`config.mk`:
```
export PLATFORM = sky130hd
export DESIGN_NAME = rv32i_decoder
export DESIGN_NICKNAME = d
export VERILOG_FILES = /design/src/design/dec_pkg.sv /design/src/design/hazard_unit.sv /design/src/design/imm_gen.sv /design/src/design/mem_seq_fsm.sv /design/src/design/op_decode.sv /design/src/design/rv32i_decoder.sv
export SDC_FILE = /design/constraint.sdc
export NUM_CORES = 1
export LEC_CHECK = 0
export BUFFER_PORTS_ARGS = -buffer_cell sky130_fd_sc_hd__buf_2
export CAP_MARGIN = 20
export CORE_UTILIZATION = 47
export CTS_CLUSTER_DIAMETER = 120
export DETAILED_ROUTE_END_ITERATION = 10
export HOLD_SLACK_MARGIN = 0.12
export PLACE_DENSITY = 0.78
export SLEW_MARGIN = 10
export SYNTH_ARGS = -nofsm -noshare
export SYNTH_HDL_FRONTEND = slang
export SYNTH_HIERARCHICAL = 1
export SYNTH_SLANG_ARGS = --single-unit
```
`constraint.sdc`:
```
create_clock -name clk_i -period 3.2 [get_ports clk_i]
set_input_delay 0.48 -clock clk_i [delete_from_list [all_inputs] [get_ports clk_i]]
set_output_delay 0.48 -clock clk_i [all_outputs]
set_load 0.02 [all_outputs]
```
`src/design/dec_pkg.sv`:
```
`default_nettype none

package dec_pkg;

  //////////////////////////////////////////////////////////////////////
  // Widths and sequencing constants
  //////////////////////////////////////////////////////////////////////
  localparam int XLEN             = 32;
  localparam int REG_ADDR_W       = 5;
  localparam int LOAD_WAIT_CYCLES = 3;                           // Wait steps after a load issue
  localparam int WAIT_CNT_W       = $clog2(LOAD_WAIT_CYCLES + 1);

  // funct3 codes of the two shift groups
  localparam logic [2:0] F3_SLL     = 3'b001;
  localparam logic [2:0] F3_SRL_SRA = 3'b101;

  //////////////////////////////////////////////////////////////////////
  // Encodings
  //////////////////////////////////////////////////////////////////////
  typedef enum logic [6:0] {
    OPC_LOAD     = 7'b0000011,
    OPC_MISC_MEM = 7'b0001111,                                   // FENCE
    OPC_OP_IMM   = 7'b0010011,
    OPC_AUIPC    = 7'b0010111,
    OPC_STORE    = 7'b0100011,
    OPC_OP       = 7'b0110011,
    OPC_LUI      = 7'b0110111,
    OPC_SYSTEM   = 7'b1110011
  } opcode_e;

  // Code is {funct7[5], funct3}
  typedef enum logic [3:0] {
    ALU_ADD  = 4'b0000,
    ALU_SUB  = 4'b1000,
    ALU_SLL  = 4'b0001,
    ALU_SLT  = 4'b0010,
    ALU_SLTU = 4'b0011,
    ALU_XOR  = 4'b0100,
    ALU_SRL  = 4'b0101,
    ALU_SRA  = 4'b1101,
    ALU_OR   = 4'b0110,
    ALU_AND  = 4'b0111
  } alu_op_e;

  typedef enum logic [2:0] {
    CLS_ALU,
    CLS_LOAD,
    CLS_STORE,
    CLS_NOP,
    CLS_ILLEGAL
  } instr_class_e;

  typedef enum logic [2:0] {
    SEQ_OK,
    SEQ_STALL,
    SEQ_MEM_ADDR,
    SEQ_STORE,
    SEQ_LOAD,
    SEQ_LOAD_WAIT
  } seq_state_e;

  //////////////////////////////////////////////////////////////////////
  // Bundles
  //////////////////////////////////////////////////////////////////////
  typedef struct packed {
    logic [REG_ADDR_W-1:0] rs1;
    logic                  rs1_used;
    logic [REG_ADDR_W-1:0] rs2;
    logic                  rs2_used;
    logic [REG_ADDR_W-1:0] rd;
    logic                  rd_write;                             // Never set for x0
  } src_use_t;

  typedef struct packed {
    alu_op_e               op;
    logic                  use_a;
    logic                  use_b;
    logic                  use_pc;
    logic                  use_imm;
    logic                  wb;
    logic [REG_ADDR_W-1:0] dest;
  } alu_ctrl_t;

  typedef struct packed {
    logic [REG_ADDR_W-1:0] addr_a;
    logic [REG_ADDR_W-1:0] addr_b;
  } rf_read_t;

  typedef struct packed {
    logic                  valid;
    logic                  store;
    logic [2:0]            size;                             // funct3 of the access
    logic [REG_ADDR_W-1:0] dest;
  } lsu_ctrl_t;

  typedef struct packed {
    alu_ctrl_t             alu;
    rf_read_t              rf;
    logic [XLEN-1:0]       imm;
    logic [XLEN-1:0]       pc;
    lsu_ctrl_t             lsu;
    logic                  illegal;
  } decode_out_t;

endpackage

`default_nettype wire

```
`src/design/hazard_unit.sv`:
```
`timescale 1ns/10ps
`default_nettype none

module hazard_unit import dec_pkg::*; (
  input  logic     clk_i,
  input  logic     rstn_i,
  input  src_use_t src_use_i,
  input  logic     instr_valid_i,
  input  logic     ready_i,
  output logic     stall_o
);

  logic [REG_ADDR_W-1:0] last_rd_q;                              // Zero means nothing pending
  logic                  stall_q;
  logic                  rs1_hit;
  logic                  rs2_hit;

  // Source compare against the pending destination
  assign rs1_hit = src_use_i.rs1_used && (src_use_i.rs1 != '0) &&
                   (src_use_i.rs1 == last_rd_q);
  assign rs2_hit = src_use_i.rs2_used && (src_use_i.rs2 != '0) &&
                   (src_use_i.rs2 == last_rd_q);

  // A single bubble is enough for the write to land
  assign stall_o = instr_valid_i && (rs1_hit || rs2_hit) && !stall_q;

  always_ff @(posedge clk_i) begin
    if (!rstn_i) begin
      last_rd_q <= '0;
      stall_q   <= 1'b0;
    end else begin
      stall_q <= stall_o;
      if (instr_valid_i && ready_i) begin
        // Accepted, remember its destination
        last_rd_q <= src_use_i.rd_write ? src_use_i.rd : '0;
      end else if (instr_valid_i) begin
        last_rd_q <= '0;                                         // Hazard window has passed
      end
    end
  end

endmodule

`default_nettype wire

```
`src/design/imm_gen.sv`:
```
`timescale 1ns/10ps
`default_nettype none

module imm_gen import dec_pkg::*; (
  input  logic [XLEN-1:0] instr_i,
  output logic [XLEN-1:0] imm_i_o,
  output logic [XLEN-1:0] imm_shift_o,
  output logic [XLEN-1:0] imm_s_o,
  output logic [XLEN-1:0] imm_u_o
);

  logic sign;

  assign sign = instr_i[31];

  //////////////////////////////////////////////////////////////////////
  // Immediate formats
  //////////////////////////////////////////////////////////////////////

  // I type, loads and OP-IMM
  assign imm_i_o = {{(XLEN-12){sign}}, instr_i[31:20]};

  // Shift amount sits in the rs2 field, upper bits carry funct7
  assign imm_shift_o = {{(XLEN-5){1'b0}}, instr_i[24:20]};

  // S type is split around the rd field
  assign imm_s_o = {
    {(XLEN-12){sign}},
    instr_i[31:25],                                              // imm[11:5]
    instr_i[11:7]                                                // imm[4:0]
  };

  // U type, LUI and AUIPC
  assign imm_u_o = {instr_i[31:12], 12'b0};

endmodule

`default_nettype wire

```
`src/design/mem_seq_fsm.sv`:
```
`timescale 1ns/10ps
`default_nettype none

module mem_seq_fsm import dec_pkg::*; (
  input  logic         clk_i,
  input  logic         rstn_i,
  input  logic         instr_valid_i,
  input  instr_class_e class_i,
  input  logic         stall_i,
  output seq_state_e   state_o,
  output logic         ready_o
);

  seq_state_e            state_q;                                // Step taken in the last cycle
  logic [WAIT_CNT_W-1:0] wait_cnt_q;                             // Wait steps already done
  logic                  wait_last;
  logic                  wait_busy;

  assign wait_last = (wait_cnt_q == WAIT_CNT_W'(LOAD_WAIT_CYCLES - 1));
  assign wait_busy = (state_q == SEQ_LOAD_WAIT) &&
                     (wait_cnt_q != WAIT_CNT_W'(LOAD_WAIT_CYCLES));

  //////////////////////////////////////////////////////////////////////
  // Current step from the previous one
  //////////////////////////////////////////////////////////////////////
  always_comb begin
    state_o = SEQ_OK;
    ready_o = 1'b0;
    if (rstn_i && instr_valid_i) begin                           // Fetch is held off in reset
      if (stall_i) begin
        state_o = SEQ_STALL;                                     // Hold fetch for one cycle
      end else begin
        case (class_i)
          CLS_STORE: begin
            if (state_q == SEQ_MEM_ADDR) begin
              state_o = SEQ_STORE;
              ready_o = 1'b1;
            end else begin
              state_o = SEQ_MEM_ADDR;
            end
          end
          CLS_LOAD: begin
            if (state_q == SEQ_MEM_ADDR) begin
              state_o = SEQ_LOAD;
            end else if (state_q == SEQ_LOAD) begin
              state_o = SEQ_LOAD_WAIT;                           // First wait step
            end else if (wait_busy) begin
              state_o = SEQ_LOAD_WAIT;
              ready_o = wait_last;
            end else begin
              state_o = SEQ_MEM_ADDR;                            // New load starts here
            end
          end
          default: begin
            ready_o = 1'b1;                                      // ALU, NOP and illegal
          end
        endcase
      end
    end
  end

  //////////////////////////////////////////////////////////////////////
  // Progress registers
  //////////////////////////////////////////////////////////////////////
  always_ff @(posedge clk_i) begin
    if (!rstn_i) begin
      state_q    <= SEQ_OK;
      wait_cnt_q <= '0;
    end else begin
      state_q <= state_o;
      if (state_o == SEQ_LOAD_WAIT) begin
        wait_cnt_q <= wait_cnt_q + 1'b1;
      end else begin
        wait_cnt_q <= '0;
      end
    end
  end

endmodule

`default_nettype wire

```
`src/design/op_decode.sv`:
```
`timescale 1ns/10ps
`default_nettype none

module op_decode import dec_pkg::*; (
  input  logic         clk_i,
  input  logic         rstn_i,
  input  logic [XLEN-1:0] instr_i,
  input  logic [XLEN-1:0] pc_i,
  input  logic         instr_valid_i,
  input  seq_state_e   state_i,
  input  logic [XLEN-1:0] imm_i_i,
  input  logic [XLEN-1:0] imm_shift_i,
  input  logic [XLEN-1:0] imm_s_i,
  input  logic [XLEN-1:0] imm_u_i,
  output instr_class_e class_o,
  output src_use_t     src_use_o,
  output decode_out_t  dec_out_o
);

  opcode_e               opcode;
  logic [2:0]            funct3;
  logic [REG_ADDR_W-1:0] rd;
  logic [REG_ADDR_W-1:0] rs1;
  logic [REG_ADDR_W-1:0] rs2;
  logic                  is_shift;
  decode_out_t           dec_d;

  // Instruction fields
  assign opcode   = opcode_e'(instr_i[6:0]);
  assign rd       = instr_i[11:7];
  assign funct3   = instr_i[14:12];
  assign rs1      = instr_i[19:15];
  assign rs2      = instr_i[24:20];
  assign is_shift = (funct3 == F3_SLL) || (funct3 == F3_SRL_SRA);

  //////////////////////////////////////////////////////////////////////
  // Class and register use
  //////////////////////////////////////////////////////////////////////
  always_comb begin
    class_o   = CLS_ILLEGAL;
    src_use_o = '0;
    src_use_o.rs1 = rs1;
    src_use_o.rs2 = rs2;
    src_use_o.rd  = rd;
    case (opcode)
      OPC_OP: begin
        class_o = CLS_ALU;
        src_use_o.rs1_used = 1'b1;
        src_use_o.rs2_used = 1'b1;
        src_use_o.rd_write = 1'b1;
      end
      OPC_OP_IMM, OPC_LOAD: begin
        class_o = (opcode == OPC_LOAD) ? CLS_LOAD : CLS_ALU;
        src_use_o.rs1_used = 1'b1;
        src_use_o.rd_write = 1'b1;
      end
      OPC_LUI, OPC_AUIPC: begin
        class_o = CLS_ALU;
        src_use_o.rd_write = 1'b1;
      end
      OPC_STORE: begin
        class_o = CLS_STORE;
        src_use_o.rs1_used = 1'b1;
        src_use_o.rs2_used = 1'b1;
      end
      OPC_MISC_MEM, OPC_SYSTEM: class_o = CLS_NOP;               // FENCE and SYSTEM retire as no-ops
      default: ;
    endcase
    src_use_o.rd_write = src_use_o.rd_write && (rd != '0);       // x0 is never written
  end

  //////////////////////////////////////////////////////////////////////
  // Controls for the current step
  //////////////////////////////////////////////////////////////////////
  always_comb begin
    dec_d = '0;                                                  // Bubble
    if (instr_valid_i) begin
      case (state_i)
        SEQ_OK: begin
          dec_d.pc      = pc_i;
          dec_d.illegal = (class_o == CLS_ILLEGAL);
          if (class_o == CLS_ALU) begin
            dec_d.alu.wb   = src_use_o.rd_write;
            dec_d.alu.dest = rd;
            case (opcode)
              OPC_OP: begin
                dec_d.alu.op    = alu_op_e'({instr_i[30], funct3});
                dec_d.alu.use_a = 1'b1;
                dec_d.alu.use_b = 1'b1;
                dec_d.rf.addr_a = rs1;
                dec_d.rf.addr_b = rs2;
              end
              OPC_OP_IMM: begin
                dec_d.alu.use_a   = 1'b1;
                dec_d.alu.use_imm = 1'b1;
                dec_d.rf.addr_a   = rs1;
                // Only shifts take bit 30 as the arithmetic select
                dec_d.alu.op = is_shift ? alu_op_e'({instr_i[30], funct3}) :
                                          alu_op_e'({1'b0, funct3});
                dec_d.imm    = is_shift ? imm_shift_i : imm_i_i;
              end
              OPC_LUI, OPC_AUIPC: begin
                dec_d.alu.op      = ALU_ADD;
                dec_d.alu.use_pc  = (opcode == OPC_AUIPC);
                dec_d.alu.use_imm = 1'b1;
                dec_d.imm         = imm_u_i;
              end
              default: ;
            endcase
          end
        end
        SEQ_MEM_ADDR: begin
          dec_d.pc          = pc_i;
          dec_d.alu.op      = ALU_ADD;                           // rs1 + offset
          dec_d.alu.use_a   = 1'b1;
          dec_d.alu.use_imm = 1'b1;
          dec_d.rf.addr_a   = rs1;
          dec_d.imm         = (class_o == CLS_STORE) ? imm_s_i : imm_i_i;
        end
        SEQ_STORE, SEQ_LOAD: begin
          dec_d.pc        = pc_i;
          dec_d.lsu.valid = 1'b1;
          dec_d.lsu.store = (state_i == SEQ_STORE);
          dec_d.lsu.size  = funct3;
          dec_d.lsu.dest  = (state_i == SEQ_LOAD) ? rd : '0;
          dec_d.rf.addr_b = (state_i == SEQ_STORE) ? rs2 : '0;  // Store data
        end
        default: ;                                               // STALL and LOAD_WAIT
      endcase
    end
  end

  // Output bundle, one edge behind the step
  always_ff @(posedge clk_i) begin
    dec_out_o <= dec_d;
    if (!rstn_i) begin
      dec_out_o.alu.wb    <= 1'b0;
      dec_out_o.lsu.valid <= 1'b0;
      dec_out_o.illegal   <= 1'b0;
    end
  end

endmodule

`default_nettype wire

```
`src/design/rv32i_decoder.sv`:
```
`timescale 1ns/10ps
`default_nettype none

module rv32i_decoder import dec_pkg::*; (
  input  logic            clk_i,
  input  logic            rstn_i,
  input  logic [XLEN-1:0] instr_i,
  input  logic [XLEN-1:0] pc_i,
  input  logic            instr_valid_i,
  output logic            ready_o,
  output decode_out_t     dec_out_o
);

  logic [XLEN-1:0] imm_i;
  logic [XLEN-1:0] imm_shift;
  logic [XLEN-1:0] imm_s;
  logic [XLEN-1:0] imm_u;
  instr_class_e    instr_class;
  src_use_t        src_use;
  logic            stall;
  seq_state_e      seq_state;

  //////////////////////////////////////////////////////////////////////
  // Decode chain
  //////////////////////////////////////////////////////////////////////
  imm_gen u_imm_gen (
    .instr_i     (instr_i),
    .imm_i_o     (imm_i),
    .imm_shift_o (imm_shift),
    .imm_s_o     (imm_s),
    .imm_u_o     (imm_u)
  );

  op_decode u_op_decode (
    .clk_i         (clk_i),
    .rstn_i        (rstn_i),
    .instr_i       (instr_i),
    .pc_i          (pc_i),
    .instr_valid_i (instr_valid_i),
    .state_i       (seq_state),
    .imm_i_i       (imm_i),
    .imm_shift_i   (imm_shift),
    .imm_s_i       (imm_s),
    .imm_u_i       (imm_u),
    .class_o       (instr_class),
    .src_use_o     (src_use),
    .dec_out_o     (dec_out_o)
  );

  hazard_unit u_hazard_unit (
    .clk_i         (clk_i),
    .rstn_i        (rstn_i),
    .src_use_i     (src_use),
    .instr_valid_i (instr_valid_i),
    .ready_i       (ready_o),                                    // Acceptance updates the pending rd
    .stall_o       (stall)
  );

  mem_seq_fsm u_mem_seq_fsm (
    .clk_i         (clk_i),
    .rstn_i        (rstn_i),
    .instr_valid_i (instr_valid_i),
    .class_i       (instr_class),
    .stall_i       (stall),
    .state_o       (seq_state),
    .ready_o       (ready_o)
  );

endmodule

`default_nettype wire

```
# [Word-level counts from Yosys, hierarchy flattened]
# Cells that the tools add are included.
[word_totals] regBits=110 latch_bits=0 ramBits=0 romBits=0 out_inout_bits=100 word_cells=126 n_memories=0
[op_classes] addsub=1 n_mul=0 div=0 order_cmp=0 n_eq_ne=24 n_shift=0 n_mux=42 bitwise_logic=0 reduce_logical=39
[op_table] op="case mux 32 bit (2 select lines)" count=2
[op_table] op="two-way mux 56 bit" count=1
[op_table] op="two-way mux 5 bit" count=8
[op_table] op="two-way mux 32 bit" count=1
[op_table] op="case mux 5 bit (2 select lines)" count=3
[op_table] op="equality test 7 x 6 -> 1 bit, second input constant" count=3
[op_table] op="equality test 3 bit, second input constant" count=6
[op_table] op="two-way mux 1 bit" count=15
[op_table] op="two-way mux 3 bit" count=5
[op_table] op="nonzero test 5 bit" count=3
[op_table] op="equality test 7 x 5 -> 1 bit, second input constant" count=2
[op_table] op="equality test 3 x 2 -> 1 bit, second input constant" count=4
[op_table] op="case mux 3 bit (4 select lines)" count=1
[op_table] op="OR reduction 2 bit" count=6
[op_table] op="equality test 5 bit" count=2
[op_table] op="logical AND 1 bit" count=10
[op_table] op="two-way mux 10 bit" count=1
[op_table] op="AND reduction 3 bit" count=3
[op_table] op="case mux 4 bit (2 select lines)" count=1
[op_table] op="AND reduction 2 bit" count=4
[op_table] op="AND reduction 4 bit" count=2
[op_table] op="OR reduction 4 bit" count=2
[op_table] op="equality test 7 x 2 -> 1 bit, second input constant" count=1
[op_table] op="equality test 7 x 4 -> 1 bit, second input constant" count=1
[op_table] op="other kinds (14)" count=19

# [Depth between registers and ports, before layout]
[logic_depth] depth_word=13 mapped_depth=14

# [Cells and area by module]
# Netlist, hierarchy kept.
[modules_own_cells] module="op_decode" n_inst=1 cells_per_inst=382 area_per_inst_um2=4075.2
[modules_own_cells] module="imm_gen" n_inst=1 cells_per_inst=129 area_per_inst_um2=964.7
[modules_own_cells] module="hazard_unit" n_inst=1 cells_per_inst=48 area_per_inst_um2=397.9
[modules_own_cells] module="mem_seq_fsm" n_inst=1 cells_per_inst=35 area_per_inst_um2=297.8

# [Worst setup path before layout]
# No wires, ideal clock.
[synth_timing] kind="input -> register" start="in instr_i[5]" end="reg, netlist name u_op_decode/dec_out_o[75]" setup_time_ns=0.131 t_arrival_ns=2.920 required_ns=3.069 slack_ns=0.149 cell_stages=10 cell_sequence="clkbuf_1 > nor3_1 > a21boi_0 > a311o_1 > or3_1 > a21oi_1 > nor3b_2 > nor4b_2 > a41oi_1 > nor2b_1"
[synth_via] word_cells_on_any_way=38 classes_between="12 x eq/ne; 11 x mux; 15 x reduce/logical"
[synth_lines] item="start: declaration" line_no="rv32i_decoder.sv:7" text="input logic [XLEN-1:0] instr_i,"
[synth_lines] item="equality test 7 x 6 -> 1 bit (tied with other cells)" line_no="op_decode.sv:45" text="case (opcode)"
[synth_lines] item="OR reduction 3 bit (no line) (tied with other cells)"
[synth_lines] item="case mux 3 bit (4 select lines) (*)" line_no="op_decode.sv:45"
[synth_lines] item="net instr_class[2]" line_no="rv32i_decoder.sv:18" text="instr_class_e instr_class;"
[synth_lines] item="equality test 3 x 1 -> 1 bit / equality test 3 x 2 -> 1 bit (equally long branches)" line_no="mem_seq_fsm.sv:33" text="case (class_i)"
[synth_lines] item="case mux 3 bit (2 select lines) (*)" line_no="mem_seq_fsm.sv:33"
[synth_lines] item="two-way mux 3 bit (*)" line_no="mem_seq_fsm.sv:30" text="if (stall_i) begin"
[synth_lines] item="two-way mux 3 bit (*)" line_no="mem_seq_fsm.sv:29" text="if (rstn_i && instr_valid_i) begin"
[synth_lines] item="net seq_state[0]" line_no="rv32i_decoder.sv:21" text="seq_state_e seq_state;"
[synth_lines] item="equality test 3 x 2 -> 1 bit / equality test 3 bit (equally long branches)" line_no="op_decode.sv:78, op_decode.sv:126"
[synth_lines] item="two-way mux 5 bit / OR reduction 2 bit (equally long branches)"
[synth_lines] item="case mux 5 bit (2 select lines) (*)" line_no="op_decode.sv:78" text="case (state_i)"
# Mark *: on every way through the listed nets, which the timed path passes. The rest lies on a longest branch.
# A chain may end at the register's enable or synchronous reset.

# [Final worst setup path]
[layout_timing] start="in instr_i[4]" end="reg, netlist name u_op_decode/dec_out_o[78]"
[layout_via] word_cells_on_any_way=38 classes_between="12 x eq/ne; 11 x mux; 15 x reduce/logical"
[layout_lines] item="equality test 7 x 6 -> 1 bit (tied with other cells)" line_no="op_decode.sv:45"
[layout_lines] item="OR reduction 3 bit (no line) (tied with other cells)"
[layout_lines] item="case mux 3 bit (4 select lines) (*)" line_no="op_decode.sv:45"
[layout_lines] item="net instr_class[2]" line_no="rv32i_decoder.sv:18"
[layout_lines] item="equality test 3 x 1 -> 1 bit / equality test 3 x 2 -> 1 bit (equally long branches)" line_no="mem_seq_fsm.sv:33"
[layout_lines] item="case mux 3 bit (2 select lines) (*)" line_no="mem_seq_fsm.sv:33"
[layout_lines] item="two-way mux 3 bit (*)" line_no="mem_seq_fsm.sv:30"
[layout_lines] item="two-way mux 3 bit (*)" line_no="mem_seq_fsm.sv:29"
[layout_lines] item="net seq_state[2]" line_no="rv32i_decoder.sv:21"
[layout_lines] item="equality test 3 x 2 -> 1 bit / equality test 3 bit (equally long branches)" line_no="op_decode.sv:78, op_decode.sv:126"
[layout_lines] item="two-way mux 5 bit / OR reduction 2 bit (equally long branches)"
[layout_lines] item="case mux 5 bit (2 select lines) (*)" line_no="op_decode.sv:78"
# Marks and branches as above.

==> impl_metrics.csv <==
group,metric,value,unit
clock_tree,cts-buffers-inserted,9,
final_layout,mostFrequentLayoutCells,"buf_2, dfxtp_1, and2_1",
worst_setup_path,worst-path-stages,11,
placement,io_buffers,166,
die,initial_utilization,49.2,%
clock_tree,clockBufferDepth,2,
synthesis,synthArstFlopShare,0,%
worst_setup_path,rr_startpoint,"u_hazard_unit/last_rd_q[0]$_SDFFE_PN0P_",
synthesis,postSynthAreaPerCell,9.66,um^2
placement,place_hpwl,9440,um
grt,grt_start_max_net_pins,65,
worst_setup_path,required,3.42,ns
grt,grt_use_total,20.4,%
synthesis,yosys_warnings,6,
final_layout,fin_nets,721,
synthesis,synth_edf_count,0,
power_and_ir_drop,p_int,2.13,mW
hold_path,hp-class,"in2reg",
clock_tree,cts_resized,0,
route,drcViolationCount,0,
worst_setup_path,crit_start,"instr_i[4]",
timing,slew_viol_final,0,
worst_setup_path,cp_top_family,"compound AO/OA/AOI/OAI gates",
power_and_ir_drop,p_clk_share,40.8,%
grt,grt_pass1_wl,19900,um
timing,holdWs,0.328,ns
placement,place_inst,784,
worst_setup_path,startpoint_type,"primary input",
route,wirelength,13200,um
placement,gp_congestion,0.836,
die,ioPinCount,167,
die,row_count,39,
clock_tree,post_cts_buffers,0,
power_and_ir_drop,peakVddDrop,0.000303,V
die,die_y,112,um
worst_setup_path,critical_path_class,"in2reg",
worst_setup_path,rr_worst_depth,11,
power_and_ir_drop,p_seq_share,49.5,%
clock_tree,path_clk_slew,0.07,ns
timing,fin_skew,0.00735,ns
status,status,"finished, final reports clean",
synthesis,ys_ff_latch,110,
worst_setup_path,cp.arrival,3.22,ns
grt,grt_overflow,0,
flow_run,cap_violations,0,
clock_tree,holdBufCountCts,0,
timing,relSlewSlack,33.1,%
route,wl_per_cell,16.5,um
worst_setup_path,critical_path.cell_chain,"buf_2, nor3_1, a21boi_0, a311o_1, nor3b_1, nand2b_1, a21oi_1, nor3b_2, nor4b_2, a41oi_1, nor2b_1",
final_layout,multiInputGateArea,0.00249,mm^2
die,die_x,112,um
final_layout,drive_above_1_share,36.1,%
power_and_ir_drop,pwr-share-comb,9.7,%
timing,fin_setup_tns,0,ns
final_layout,syn_to_final_growth,7.00,%
worst_setup_path,critPathCapture,"u_op_decode/dec_out_o[78]$_SDFF_PN0_",
worst_setup_path,endpoint_kind,"register",
grt,antenna_found_initial,0,
worst_setup_path,r2r-end,"u_op_decode/dec_out_o[78]$_SDFF_PN0_",
power_and_ir_drop,power_density,460,mW/mm^2
clock_tree,clk_latency,0.35,ns
worst_setup_path,path_buf_inv,1,
clock_tree,cts_tree,"built",
route,first_pass_iters,7,
synthesis,seq_area_frac_synth,38.4,%
power_and_ir_drop,p_leak,2.96,nW
clock_tree,cts_sinks,110,
route,ant_nets,0,
final_layout,antenna_cells,0,
worst_setup_path,crit_fanout,8,
worst_setup_path,crit_path_top_delay_cell,"a41oi_1",
timing,worst_pin_slew,1.00,ns
timing,finalCriticalPeriod,3.00,ns
synthesis,synth_cell_types,53,
synthesis,synth_cells,594,
power_and_ir_drop,p_sw,0.694,mW
timing,max_freq,0.333,GHz
final_layout,final_common_cell,"buf_2",
route,vias_per_cell,5.21,
worst_setup_path,r2r_slack,0.34,ns
route,vias,4162,
timing,hold_viol_final,0,
final_layout,seqCellArea,0.00220,mm^2
final_layout,nFillCells,1074,
worst_setup_path,critPathMaxStageDelay,0.43,ns
clock_tree,cts_max_level,3,
synthesis,syn-cell-area,0.00574,mm^2
power_and_ir_drop,switching_share,24.6,%
die,dieArea,0.0126,mm^2
grt,grt_pass1_vias,3920,
synthesis,ys.flop_type,"dfxtp_1",
die,core,0.0117,mm^2
final_layout,final_cells,799,
route,drt_iter0_drc,273,
clock_tree,cts_root_buf,"clkbuf_16",
timing,rsz0062_at_grt,"no",
timing,setup_viol,0,
timing,min_period_over_period,93.8,%
==> layer usage <==
layer	wire length (um)	GRT usage [%]	vias up	part of all wire, %
met5	0	0	-	0
met1	5490	24.3	1986	42
met4	289	7.82	0	2.2
met3	655	4.64	23	5.0
li1	-	-	2002	-
met2	6760	35.7	151	51
==> cells in the mapped netlist, types with 3 or more instances <==
library cell	number	area (um^2)
buf_4	143	1070
dfxtp_1	110	2200
and2_1	53	332
a22oi_1	32	240
mux2_2	32	360
mux2i_1	32	320
o22ai_1	32	200
clkbuf_1	21	78.8
a21oi_1	10	50.1
nand2_1	10	37.5
nor2b_1	10	62.6
nand2b_1	9	56.3
a21boi_0	6	45.0
nand3_1	6	30.0
nor2_1	6	22.5
nor3_1	6	30.0
xor2_1	6	52.6
and3_1	5	31.3
nor3b_1	4	30.0
nor4_1	4	25.0
o21a_1	4	30.0
buf_2	3	15.0
buf_6	3	33.8
nand3b_1	3	22.5
nand4_1	3	18.8
o21ai_0	3	15.0
==> through the flow <==
stage,area [um^2],power [mW],util [%],worst slack (ns)
after floorplan,5880,1.71,-,0.149
after global placement,5830,1.69,50.0,0.0458
after detailed placement,5830,1.70,50.0,-0.199
after CTS,6140,2.86,52.6,0.159
after global routing,6140,2.94,52.6,0.0478
final,6140,2.82,52.6,0.197
==> worst reg2reg max path: cells and delay by family, from the launching register on <==
kind	cells	cell delay, ns
compound gates	3	0.95
simple gates	8	1.42
flops	1	0.36
==> power by group through the flow <==
stage	clock [mW]	sequential [mW]	combinational [mW]
floorplan	0	1.46	0.246
global placement	0	1.43	0.262
detailed placement	0	1.43	0.271
CTS	1.19	1.40	0.272
global route	1.24	1.40	0.297
finish	1.15	1.40	0.275
==> cells by family (layout without fill, tap and decap cells) <==
group | after synthesis | in the layout | synth area share [%]
multiplexers | 64 | 64 | 11.9
XOR/XNOR | 8 | 8 | 1.22
buffers and inverters | 172 | 196 | 21.1
flip-flops | 110 | 110 | 38.4
adder cells (fa/ha/maj) | 2 | 2 | 0.436
AO/OA/AOI/OAI | 99 | 99 | 11.8
AND/OR/NAND/NOR | 138 | 138 | 15.2
other | 1 | 39 | 0.0654
==> state kept, by name, indices dropped and copies added (netlist names) <==
register and cells:
u_hazard_unit/stall_q 1, u_op_decode/dec_out_o 99, u_mem_seq_fsm/wait_cnt_q 2, u_mem_seq_fsm/state_q 3
u_hazard_unit/last_rd_q 5
==> how the worst min path moves through the flow <==
stage / from / to / cells after the start
floorplan: u_mem_seq_fsm/wait_cnt_q[0]$_SDFF_PN0_ / u_mem_seq_fsm/wait_cnt_q[0]$_SDFF_PN0_ / 1
global placement: u_mem_seq_fsm/wait_cnt_q[0]$_SDFF_PN0_ / u_mem_seq_fsm/wait_cnt_q[0]$_SDFF_PN0_ / 1
detailed placement: u_mem_seq_fsm/wait_cnt_q[0]$_SDFF_PN0_ / u_mem_seq_fsm/wait_cnt_q[0]$_SDFF_PN0_ / 1
CTS: pc_i[2] / u_op_decode/dec_out_o[13]$_SDFF_PN0_ / 2
global route: pc_i[20] / u_op_decode/dec_out_o[31]$_SDFF_PN0_ / 2
finish: pc_i[2] / u_op_decode/dec_out_o[13]$_SDFF_PN0_ / 2
==> layout make-up <==
| type | count | share of cell area [%] |
|---|---|---|
| repair buffers | 179 | 15.5 |
| inverters | 2 | 0.122 |
| multi-input cells | 350 | 40.6 |
| flip-flops and latches | 110 | 35.9 |
| clock inverters | 6 | 1.30 |
| clock buffers | 9 | 3.67 |
| well taps | 143 | 2.92 |
Power figures use the tool's default switching activity.
